### src/design/bus_pkg.sv
package bus_pkg;

  typedef logic [31:0] bus_adr_t;
  typedef logic [31:0] bus_dat_t;
  typedef logic [3:0]  bus_sel_t;

  // sel[3] is the most significant byte lane, bits 31:24
  localparam bus_sel_t SEL_ALL = 4'b1111;

  // master to target, held until ack
  typedef struct packed {
    logic     cyc;
    logic     we;
    bus_adr_t adr;
    bus_sel_t sel;
    bus_dat_t dat;
  } bus_req_t;

  // target to master
  typedef struct packed {
    logic     ack;  // single cycle pulse
    bus_dat_t dat;  // read data, valid with ack
  } bus_rsp_t;

endpackage

### src/design/cpu_pkg.sv
package cpu_pkg;

  typedef logic [31:0] word_t;
  typedef logic [63:0] ir_t;
  typedef logic [3:0]  reg_addr_t;
  typedef logic [3:0]  bank_t;

  // instruction class, ir[31:28]
  typedef enum logic [3:0] {
    T_INH    = 4'h0,
    T_PUSH   = 4'h1,
    T_POP    = 4'h2,
    T_CMP    = 4'h3,
    T_MOV    = 4'h4,
    T_FPU    = 4'h5,
    T_FP     = 4'h6,
    T_ALU    = 4'h7,
    T_INT    = 4'h8,
    T_LDI    = 4'h9,
    T_LOAD   = 4'ha,
    T_STORE  = 4'hb,
    T_BRANCH = 4'hc,
    T_JUMP   = 4'hd
  } ir_type_e;

  // access size, low bits of the opcode field
  typedef enum logic [1:0] {
    SZ_WORD  = 2'h0,
    SZ_HALF  = 2'h1,
    SZ_BYTE  = 2'h2,
    SZ_WORD2 = 2'h3  // decoded as a word
  } mem_size_e;

  localparam reg_addr_t LINK_REG = 4'd7;  // return address on exception

  typedef struct packed {
    ir_t        ir;
    word_t      result;    // address or alu value
    word_t      reg_data;  // store data
    word_t      pc;
    logic       pc_set;
    logic [1:0] reg_write;
    bank_t      bank;
    logic       halt;
    logic       exc;
  } pipe_in_t;

  typedef struct packed {
    ir_t        ir;
    word_t      result;
    word_t      pc;
    logic       pc_set;
    logic [1:0] reg_write;
    reg_addr_t  reg_write_addr;
    bank_t      bank;
    logic       halt;
    logic       exc;
  } pipe_out_t;

  function automatic ir_type_e get_type(ir_t ir);
    return ir_type_e'(ir[31:28]);
  endfunction

  function automatic mem_size_e get_size(ir_t ir);
    return mem_size_e'(ir[25:24]);
  endfunction

endpackage

### src/design/exc_vector.sv
module exc_vector (
  input  cpu_pkg::pipe_in_t  pipe_i,
  input  cpu_pkg::word_t     bus_dat_i,
  output bus_pkg::bus_req_t  req_o,
  output cpu_pkg::pipe_out_t redirect_o
);

  // vector fetch is always a full word read
  always_comb
  begin
    req_o.cyc = pipe_i.exc;
    req_o.we  = 1'b0;
    req_o.adr = pipe_i.result;  // vector address from execute
    req_o.sel = bus_pkg::SEL_ALL;
    req_o.dat = '0;
  end

  always_comb
  begin
    redirect_o.ir             = pipe_i.ir;
    redirect_o.bank           = pipe_i.bank;
    redirect_o.halt           = pipe_i.halt;
    redirect_o.exc            = pipe_i.exc;
    redirect_o.pc             = bus_dat_i;  // handler entry
    redirect_o.pc_set         = 1'b1;
    redirect_o.result         = pipe_i.pc + 32'd4;  // return address
    redirect_o.reg_write_addr = cpu_pkg::LINK_REG;
    redirect_o.reg_write      = 2'b11;  // full 32-bit write
  end

endmodule

### src/design/mem_access.sv
module mem_access (
  input  cpu_pkg::pipe_in_t pipe_i,
  input  cpu_pkg::word_t    bus_dat_i,
  output bus_pkg::bus_req_t req_o,
  output cpu_pkg::word_t    load_data_o
);

  cpu_pkg::ir_type_e  ir_type;
  cpu_pkg::mem_size_e ir_size;
  logic [1:0]         offs;
  logic [4:0]         byte_sh;  // bit position of the addressed byte

  assign ir_type = cpu_pkg::get_type(pipe_i.ir);
  assign ir_size = cpu_pkg::get_size(pipe_i.ir);
  assign offs    = pipe_i.result[1:0];
  assign byte_sh = {~offs, 3'b000};  // offset 0 sits in bits 31:24

  always_comb
  begin
    req_o.cyc = (ir_type == cpu_pkg::T_LOAD) || (ir_type == cpu_pkg::T_STORE);
    req_o.we  = (ir_type == cpu_pkg::T_STORE);
    req_o.adr = pipe_i.result;
    case (ir_size)
      cpu_pkg::SZ_HALF:
      begin
        req_o.sel = offs[1] ? 4'b0011 : 4'b1100;
        req_o.dat = {2{pipe_i.reg_data[15:0]}};  // same half in both lanes
      end
      cpu_pkg::SZ_BYTE:
      begin
        req_o.sel = 4'b1000 >> offs;
        req_o.dat = {4{pipe_i.reg_data[7:0]}};
      end
      default:
      begin
        req_o.sel = bus_pkg::SEL_ALL;  // word and alternate word
        req_o.dat = pipe_i.reg_data;
      end
    endcase
  end

  // pick the addressed lanes, shift down, zero extend
  always_comb
  begin
    case (ir_size)
      cpu_pkg::SZ_HALF:
        load_data_o = {16'h0, offs[1] ? bus_dat_i[15:0] : bus_dat_i[31:16]};
      cpu_pkg::SZ_BYTE:
        load_data_o = {24'h0, bus_dat_i[byte_sh +: 8]};
      default:
        load_data_o = bus_dat_i;
    endcase
  end

endmodule

### src/design/mem_stage.sv
module mem_stage (
  input  logic               clk_i,
  input  logic               rst_i,
  input  cpu_pkg::pipe_in_t  pipe_i,
  input  logic               stall_i,
  output logic               stall_o,
  output cpu_pkg::pipe_out_t pipe_o,
  output bus_pkg::bus_req_t  bus_req_o,
  input  bus_pkg::bus_rsp_t  bus_rsp_i
);

  bus_pkg::bus_req_t  ls_req;
  bus_pkg::bus_req_t  exc_req;
  cpu_pkg::word_t     load_data;
  cpu_pkg::pipe_out_t redirect;
  cpu_pkg::pipe_out_t pipe_next;
  logic               is_load;

  mem_access u_mem_access (
    .pipe_i      (pipe_i),
    .bus_dat_i   (bus_rsp_i.dat),
    .req_o       (ls_req),
    .load_data_o (load_data)
  );

  exc_vector u_exc_vector (
    .pipe_i     (pipe_i),
    .bus_dat_i  (bus_rsp_i.dat),
    .req_o      (exc_req),
    .redirect_o (redirect)
  );

  assign is_load = (cpu_pkg::get_type(pipe_i.ir) == cpu_pkg::T_LOAD);

  // exception entry takes the bus over any load or store
  assign bus_req_o = pipe_i.exc ? exc_req : ls_req;

  // wait here until the target answers
  assign stall_o = bus_req_o.cyc && !bus_rsp_i.ack;

  always_comb
  begin
    pipe_next.ir             = pipe_i.ir;
    pipe_next.result         = pipe_i.result;
    pipe_next.pc             = pipe_i.pc;
    pipe_next.pc_set         = pipe_i.pc_set;
    pipe_next.reg_write      = pipe_i.reg_write;
    pipe_next.reg_write_addr = pipe_i.ir[23:20];  // destination field
    pipe_next.bank           = pipe_i.bank;
    pipe_next.halt           = pipe_i.halt;
    pipe_next.exc            = pipe_i.exc;
    if (pipe_i.exc)
      pipe_next = redirect;
    else if (is_load)
      pipe_next.result = load_data;  // aligned during the ack cycle
  end

  // write-back register, frozen by either stall
  always_ff @(posedge clk_i or posedge rst_i)
  begin
    if (rst_i)
      pipe_o <= '0;
    else if (!stall_i && !stall_o)
      pipe_o <= pipe_next;
  end

endmodule

### config.mk
export PLATFORM = sky130hd
export DESIGN_NAME = mem_stage
export DESIGN_NICKNAME = d
export VERILOG_FILES = /design/src/design/bus_pkg.sv /design/src/design/cpu_pkg.sv /design/src/design/exc_vector.sv /design/src/design/mem_access.sv /design/src/design/mem_stage.sv
export SDC_FILE = /design/constraint.sdc
export NUM_CORES = 1
export LEC_CHECK = 0
export ABC_AREA = 1
export BUFFER_PORTS_ARGS = -buffer_cell sky130_fd_sc_hd__clkbuf_2
export CORE_MARGIN = 3
export CORE_UTILIZATION = 47
export CTS_BUF_LIST = sky130_fd_sc_hd__clkbuf_8
export CTS_CLUSTER_DIAMETER = 100
export DETAILED_ROUTE_END_ITERATION = 12
export MAX_ROUTING_LAYER = met4
export PLACE_DENSITY = 0.8
export SLEW_MARGIN = 5
export SYNTH_ARGS = -nofsm -noshare
export SYNTH_HDL_FRONTEND = slang
export SYNTH_HIERARCHICAL = 1
export SYNTH_SLANG_ARGS = --single-unit
export TNS_END_PERCENT = 50
### constraint.sdc
create_clock -name clk_i -period 4.48 [get_ports clk_i]
set_input_delay 0.896 -clock clk_i [delete_from_list [all_inputs] [get_ports clk_i]]
set_output_delay 0.896 -clock clk_i [all_outputs]
set_load 0.02 [all_outputs]
; ---- After elaboration in Yosys (flattened, before gate mapping)
; Index checks and enable logic that the tools add are counted.
[word_totals]
regBits = 141
latch_bits = 0
mem_bits_rw = 0
rom_bits = 0
in_bits = 205
n_memories = 0
[op_classes]
add_sub_neg = 1
n_mul = 0
div_mod_pow = 0
magnitude_cmp = 0
n_eq_ne = 4
shifts = 2
mux = 8
bitwise = 1
reduce_logical = 6
[ops]
columns = operator, n
row1 = one-hot mux 36 bit (2 select lines), 1
row2 = 2-to-1 mux 70 bit, 1
row3 = 2-to-1 mux 32 bit, 2
row4 = one-hot mux 32 bit (2 select lines), 1
row5 = 2-to-1 mux 45 bit, 1
row6 = "adder 32 x 3 -> 32 bit, second input constant", 1
row7 = indexed part select 32 x 6 -> 8 bit, 1
row8 = 2-to-1 mux 16 bit, 1
row9 = "equality test 4 bit, second input constant", 2
row10 = 2-to-1 mux 4 bit, 1
row11 = ">> shifter 4 x 2 -> 4 bit, first input constant", 1
row12 = zero test 1 bit, 3
row13 = "equality test 2 x 1 -> 1 bit, second input constant", 1
row14 = "equality test 2 bit, second input constant", 1
row15 = logical AND 1 bit, 2
row16 = NOT 2 bit, 1
row17 = logical OR 1 bit, 1

; ---- Longest topological paths before layout
; Gate-level depths: netlist of run 1.
[logic_depth]
word_depth = 6
depth_mapped = 13

; ---- Cells and area by module
; Netlist of run 1, hierarchy kept.
[by_module_without_submodules]
columns = module, n_inst, cells_each, area_per_inst_um2, seq_area_each_um2
row1 = mem_stage, 1, 1031, 7977.7, 3528.4
row2 = exc_vector, 1, 358, 2260.9, 0.0
row3 = mem_access, 1, 282, 1377.6, 0.0

; ---- Least setup slack after synthesis of run 1
; OpenSTA, ideal clock, no wires.
[synth_timing]
kind = input to output
from = in pipe_i[129] (netlist bit)
to = out bus_req_o[26] (netlist bit)
arrival_time_ns = 2.036
t_required_ns = 3.584
path_slack_ns = 1.548
path_stages = 11
path_buffers = 2
cell_sequence = inv_1 -> ha_1 -> buf_2 -> inv_2 -> nand2_1 -> inv_2 -> buf_4 -> nand2_1 -> nand3_1 -> nand2_1 -> nand2_1
[synth_rtl]
columns = item, line
row1 = from (decl), mem_stage.sv:4  ; input cpu_pkg::pipe_in_t pipe_i,
row2 = to (decl), mem_stage.sv:8  ; output bus_pkg::bus_req_t bus_req_o,

==> flow_summary.ini, run 1 <==
[drt]
drt-pass1-iter-count = 7
vias = 10830
routedWlPerCell_um = 16.49
routed_wl_mm = 36.08
vias_per_cell = 4.950
drtIter0Drc = 1010
drc = 0
antenna_left = 0

[sta]
post-route-min-period_ns = 3.579
slew_viol_final = 0
finalCritPeriodShare = 0.7988
finalHoldViolCount = 0
finalSetupTns_ns = 0
setup_slack_ns = 0.9012
relSlewSlack = 0.2637
final-setup-viol-count = 0
rsz0062_at_grt = no
max_freq_mhz = 279.4
worstMarginPinSlew_ns = 1.102
skew_ns = 0

[clock_tree]
clock-sinks = 141
cts_setup_buffers = 0
htree_levels = 4
cts.clk_slew.worst_paths_ns = 0.09
cts_tree = done
cts_hold_buf = 0
cts_resized = 0
cts_root_buffer = clkbuf_8
insertion_delay_ns = 0.45
cts_buffer_depth = 2
cts_buffers = 17

[global_routing]
met2_usage = 0.4496
grtUsageTotal = 0.2716
met1_usage = 0.3420
top_usage_layer = met2
grt_pass1_wl_mm = 54.86
antenna_found_initial = 1
grt_pass1_vias = 9962
overflow = 0
grt_max_degree = 131
met3_usage = 0.04261

[final_layout]
largest_reg_flops = 141
area_growth_pct = 8.703
fillCellCount = 2388
drive_gt1_frac = 0.2821
reg_top3 = pipe_o (141)
regMostFlops = pipe_o
fin_nets = 2064

[setup_path]
required_ns = 3.58
reg2reg_depth = 2
cp-start-kind = input pin
regToRegEndpoint = pipe_o[104]
crit_type = input pin to output pin
timing.rr.start = pipe_o[104]
critPathCaptureType = output pin
crit_arrival_ns = 2.68
critPathMaxFanout = 21
r2r_slack_ns = 3.75

[placement]
portBuffers = 416
place.gp.congestion = 0.9686
dp_slack_ns = 0.9262
dp_hpwl_mm = 27.75

[die]
die_x_um = 163.2
rows = 56
core-area_mm2 = 0.02389
dieHeight_um = 163.2
initial_utilization = 0.4862
io_pins = 417
dieArea_mm2 = 0.02664

[yosys]
yosysTopAreaCell = dfrtp_1
synth_area_mm2 = 0.01162
yosys_warnings = 6
synth_async_sr_flop_share = 1.000
ys_seq_area_frac = 0.3037
synth_top_area_share = 0.3037
synth-seq-cells = 141
synth_edf_count = 0
ys.flop_type = dfrtp_1
yosys-top-cells-area = dfrtp_1 (30%), nand2_1 (21%), buf_4 (15%)
syn_inst = 1671
ys_types = 34
synth.avg_cell_area_um2 = 6.952

[status]
outcome = complete, no violations

[power_and_ir_drop]
power_mw = 4.029
ir_worst_vdd_mv = 0.1718
power_density_mw_per_mm2 = 319.1
p_leak_nw = 7.375

[worst_hold_path]
hp-start = pipe_o[46]
hp-class = flop to flop
worstHoldEndpoint = pipe_o[46]
whs_path_depth = 2

[run]
max_cap_violations = 0
## per-stage QoR
step	hold slack (ns)	instance area (µm²)	std cells	utilization
floorplan	0.5855	11780	1713	-
global route	0.5136	12630	2188	0.5285
detailed placement	0.4679	12210	2155	0.5112
CTS	0.4905	12620	2187	0.5284
global placement	0.4658	12210	2155	0.5112
finish	0.4902	12630	2188	0.5285
## cells in the mapped netlist, types with 8 or more instances
library cell  count
o21ai_1         109
inv_1            51
nor2_2           35
dfrtp_1         141
nand2_1         661
buf_6            15
buf_4           229
a21oi_1          15
o21ai_0          17
mux2i_1         100
clkbuf_1         31
buf_2            24
nor2_1           77
xor2_1            9
inv_2             8
nand3_1          99
## worst max-delay path: stages
cell and delay (ns):
clkbuf_2 0.12, inv_1 0.06, ha_1 0.32, inv_2 0.28, nand2_1 0.11, inv_2 0.26, a21oi_1 0.15, nand2_1 0.13
nand2_1 0.08, nand2_1 0.10, clkbuf_2 0.16
## cell families (layout without fill, tap and decap cells)
family          after synthesis  count (layout)  share of synthesized area
compound gates              141             141                    0.06075
xor+xnor                     15              15                    0.01196
fa+ha+maj                     4               4                   0.004309
buf+inv                     369             524                     0.2091
flops                       141             141                     0.3037
mux                         100             100                    0.08617
other cells                   2              45                  0.0006465
simple gates                899             899                     0.3234
## worst max path at each step
stage | from | to | cells after the start
floorplan | pipe_i[129] | bus_req_o[26] | 11
global placement | pipe_i[129] | bus_req_o[8] | 11
detailed placement | pipe_i[129] | bus_req_o[8] | 11
CTS | pipe_i[129] | bus_req_o[8] | 11
global route | pipe_i[129] | bus_req_o[8] | 11
finish | pipe_i[129] | bus_req_o[8] | 11
## where the power goes
part | total (mW) | switching [mW] | internal (mW)
registers | 1.55 | 0.105 | 1.45
clock network | 1.11 | 0.594 | 0.519
logic | 1.36 | 0.924 | 0.440
## metal layers
metal	vias up	share of wire
li1	5372	-
met4	0	0.029
met3	65	0.077
met1	4868	0.42
met2	526	0.47
met5	-	0
## final cells by class
class                           count  area [µm²]  area share
Antenna cell                        1       2.502   0.0001982
Clock buffer                       17       234.0     0.01853
Clock inverter                     15       176.4     0.01397
Inverter                           61       237.7     0.01883
Multi-Input combinational cell   1203        5833      0.4620
Sequential cell                   141        3528      0.2794
Tap cell                          319       399.1     0.03161
Timing Repair Buffer              431        2216      0.1755
## layout by cell type (no fill, tap or decap), drive strengths merged, types with 7 or more instances in the layout
master / n
nor2: 119
buf: 15
clkbuf: 433
mux2i: 100
inv: 68
dfrtp: 141
a21oi: 15
nand3b: 7
nand3: 101
nand2: 669
conb: 44
xor2: 10
o21ai: 126
(Power assumes the default switching activity.)
==> inputs of run 2 (changes only) <==
clock period = 2.93 ns   (was 4.48 ns; I/O delays follow)
==> run 2 against run 1 <==
- combinational power increased by 55%
- sequential share of layout area down 0.34 points
- worst hold slack got worse by 0.21 ns
- via count up 0.95%
- critical path type unchanged
==> flow_summary.ini, run 2 (synthesis results as in run 1) <==
[clock_tree]
cts.clk_slew.worst_paths_ns = 0.10
clock-sinks = 141
cts_buffer_depth = 2
htree_levels = 4
cts_root_buffer = clkbuf_8
cts_buffers = 17
cts_hold_buf = 0
insertion_delay_ns = 0.43
cts_tree = done
cts_resized = 0
cts_setup_buffers = 0

[final_layout]
reg_top3 = pipe_o (141)
area_growth_pct = 10.04
drive_gt1_frac = 0.2848
fin_nets = 2071
final_cell_mix = nand2_1 (661), clkbuf_2 (415), dfrtp_1 (141)
final_area_mm2 = 0.01278
largest_reg_flops = 141
fillCellCount = 2346
final_common_cell = nand2_1
regMostFlops = pipe_o

[drt]
vias_per_cell = 4.981
drt-pass1-iter-count = 5
drc = 0
drtIter0Drc = 902
routed_wl_mm = 36.18
routedWlPerCell_um = 16.48
vias = 10930
antenna_left = 0

[global_routing]
overflow = 0
grt_pass1_vias = 10100
grt_pass1_wl_mm = 55.07
antenna_found_initial = 1
grtUsageTotal = 0.2722
grt_max_degree = 84

[sta]
finalHoldViolCount = 0
max_freq_mhz = 370.3
rsz0062_at_grt = no
final-setup-viol-count = 0
relSlewSlack = 0.4203
finalCritPeriodShare = 0.9218
slew_viol_final = 0
finalSetupTns_ns = 0
worstMarginPinSlew_ns = 0.8677
skew_ns = 0
post-route-min-period_ns = 2.701

[placement]
portBuffers = 416
place_area_mm2 = 0.01237
place.gp.congestion = 0.9436
dp_hpwl_mm = 28.39

[power_and_ir_drop]
ir_worst_vdd_mv = 0.3382
p_leak_nw = 7.449
power_mw = 6.154
power_density_mw_per_mm2 = 481.4

[setup_path]
critPathMaxFanout = 16
crit_arrival_ns = 2.11
required_ns = 2.34
crit_type = input pin to output pin
cp-start-kind = input pin
critPathCaptureType = output pin

[worst_hold_path]
hp-class = input pin to asynchronous set/reset pin

[die]
io_pins = 417
core-area_mm2 = 0.02389
initial_utilization = 0.4862
dieArea_mm2 = 0.02664
die_x_um = 163.2
dieHeight_um = 163.2
rows = 56

[run]
max_cap_violations = 0

[status]
outcome = complete, no violations
run 2: metrics by stage:
stage          hold WS [ns]  std cells    util  worst slack, ns
2_1_floorplan        0.5855       1713       -           0.5809
6_report             0.2758       2195  0.5350           0.2292
3_5_place_dp         0.4659       2162  0.5176           0.2262
5_1_grt              0.3089       2195  0.5350          0.09767
4_1_cts              0.2827       2194  0.5349           0.2185
3_3_place_gp         0.4646       2162  0.5176           0.2239
run 2: path summary, 6_finish.rpt:
path / start / to / slack, ns / cells after the start
setup / recovery: pipe_i[129] / bus_req_o[8] / 0.23 / 11
hold / removal: rst_i / pipe_o[119] / 0.28 / 2
setup reg to reg: pipe_o[91] / pipe_o[91] / 2.24 / 2
hold reg to reg: pipe_o[61] / pipe_o[61] / 0.48 / 2
max in group asynchronous: rst_i / pipe_o[20] / 1.94 / 3
min in group clk_i: pipe_i[150] / pipe_o[122] / 0.41 / 3
run 2: final cells by class:
| type | count | area [µm²] | area share |
|---|---|---|---|
| multi-input cells | 1203 | 5833 | 0.4563 |
| repair buffers | 438 | 2369 | 0.1853 |
| clock inverters | 14 | 165.2 | 0.01292 |
| diodes | 1 | 2.502 | 0.0001958 |
| clock buffers | 18 | 247.7 | 0.01938 |
| well taps | 319 | 399.1 | 0.03123 |
| inverters | 61 | 237.7 | 0.01860 |
| flip-flops and latches | 141 | 3528 | 0.2760 |
run 2: critical path, stage by stage:
cell	delay [ns]
clkbuf_2	0.12
inv_1	0.06
ha_1	0.31
inv_2	0.13
nand2_1	0.08
inv_2	0.26
a21oi_1	0.14
nand2_1	0.14
nand2_1	0.07
nand2_1	0.07
clkbuf_2	0.16
run 2: per-layer routing:
| layer | GRT usage | share of wire | wire length (µm) | vias to the layer above |
|---|---|---|---|---|
| li1 | - | - | - | 5390 |
| met1 | 0.3399 | 0.41 | 14980 | 4932 |
| met2 | 0.4483 | 0.48 | 17270 | 543 |
| met3 | 0.04743 | 0.076 | 2753 | 69 |
| met4 | 0.09227 | 0.032 | 1175 | 0 |
| met5 | - | 0 | 0 | - |
run 2: report_power, final:
group	internal (mW)	switching [mW]
registers	2.21	0.156
clock network	0.747	0.922
logic	0.696	1.42
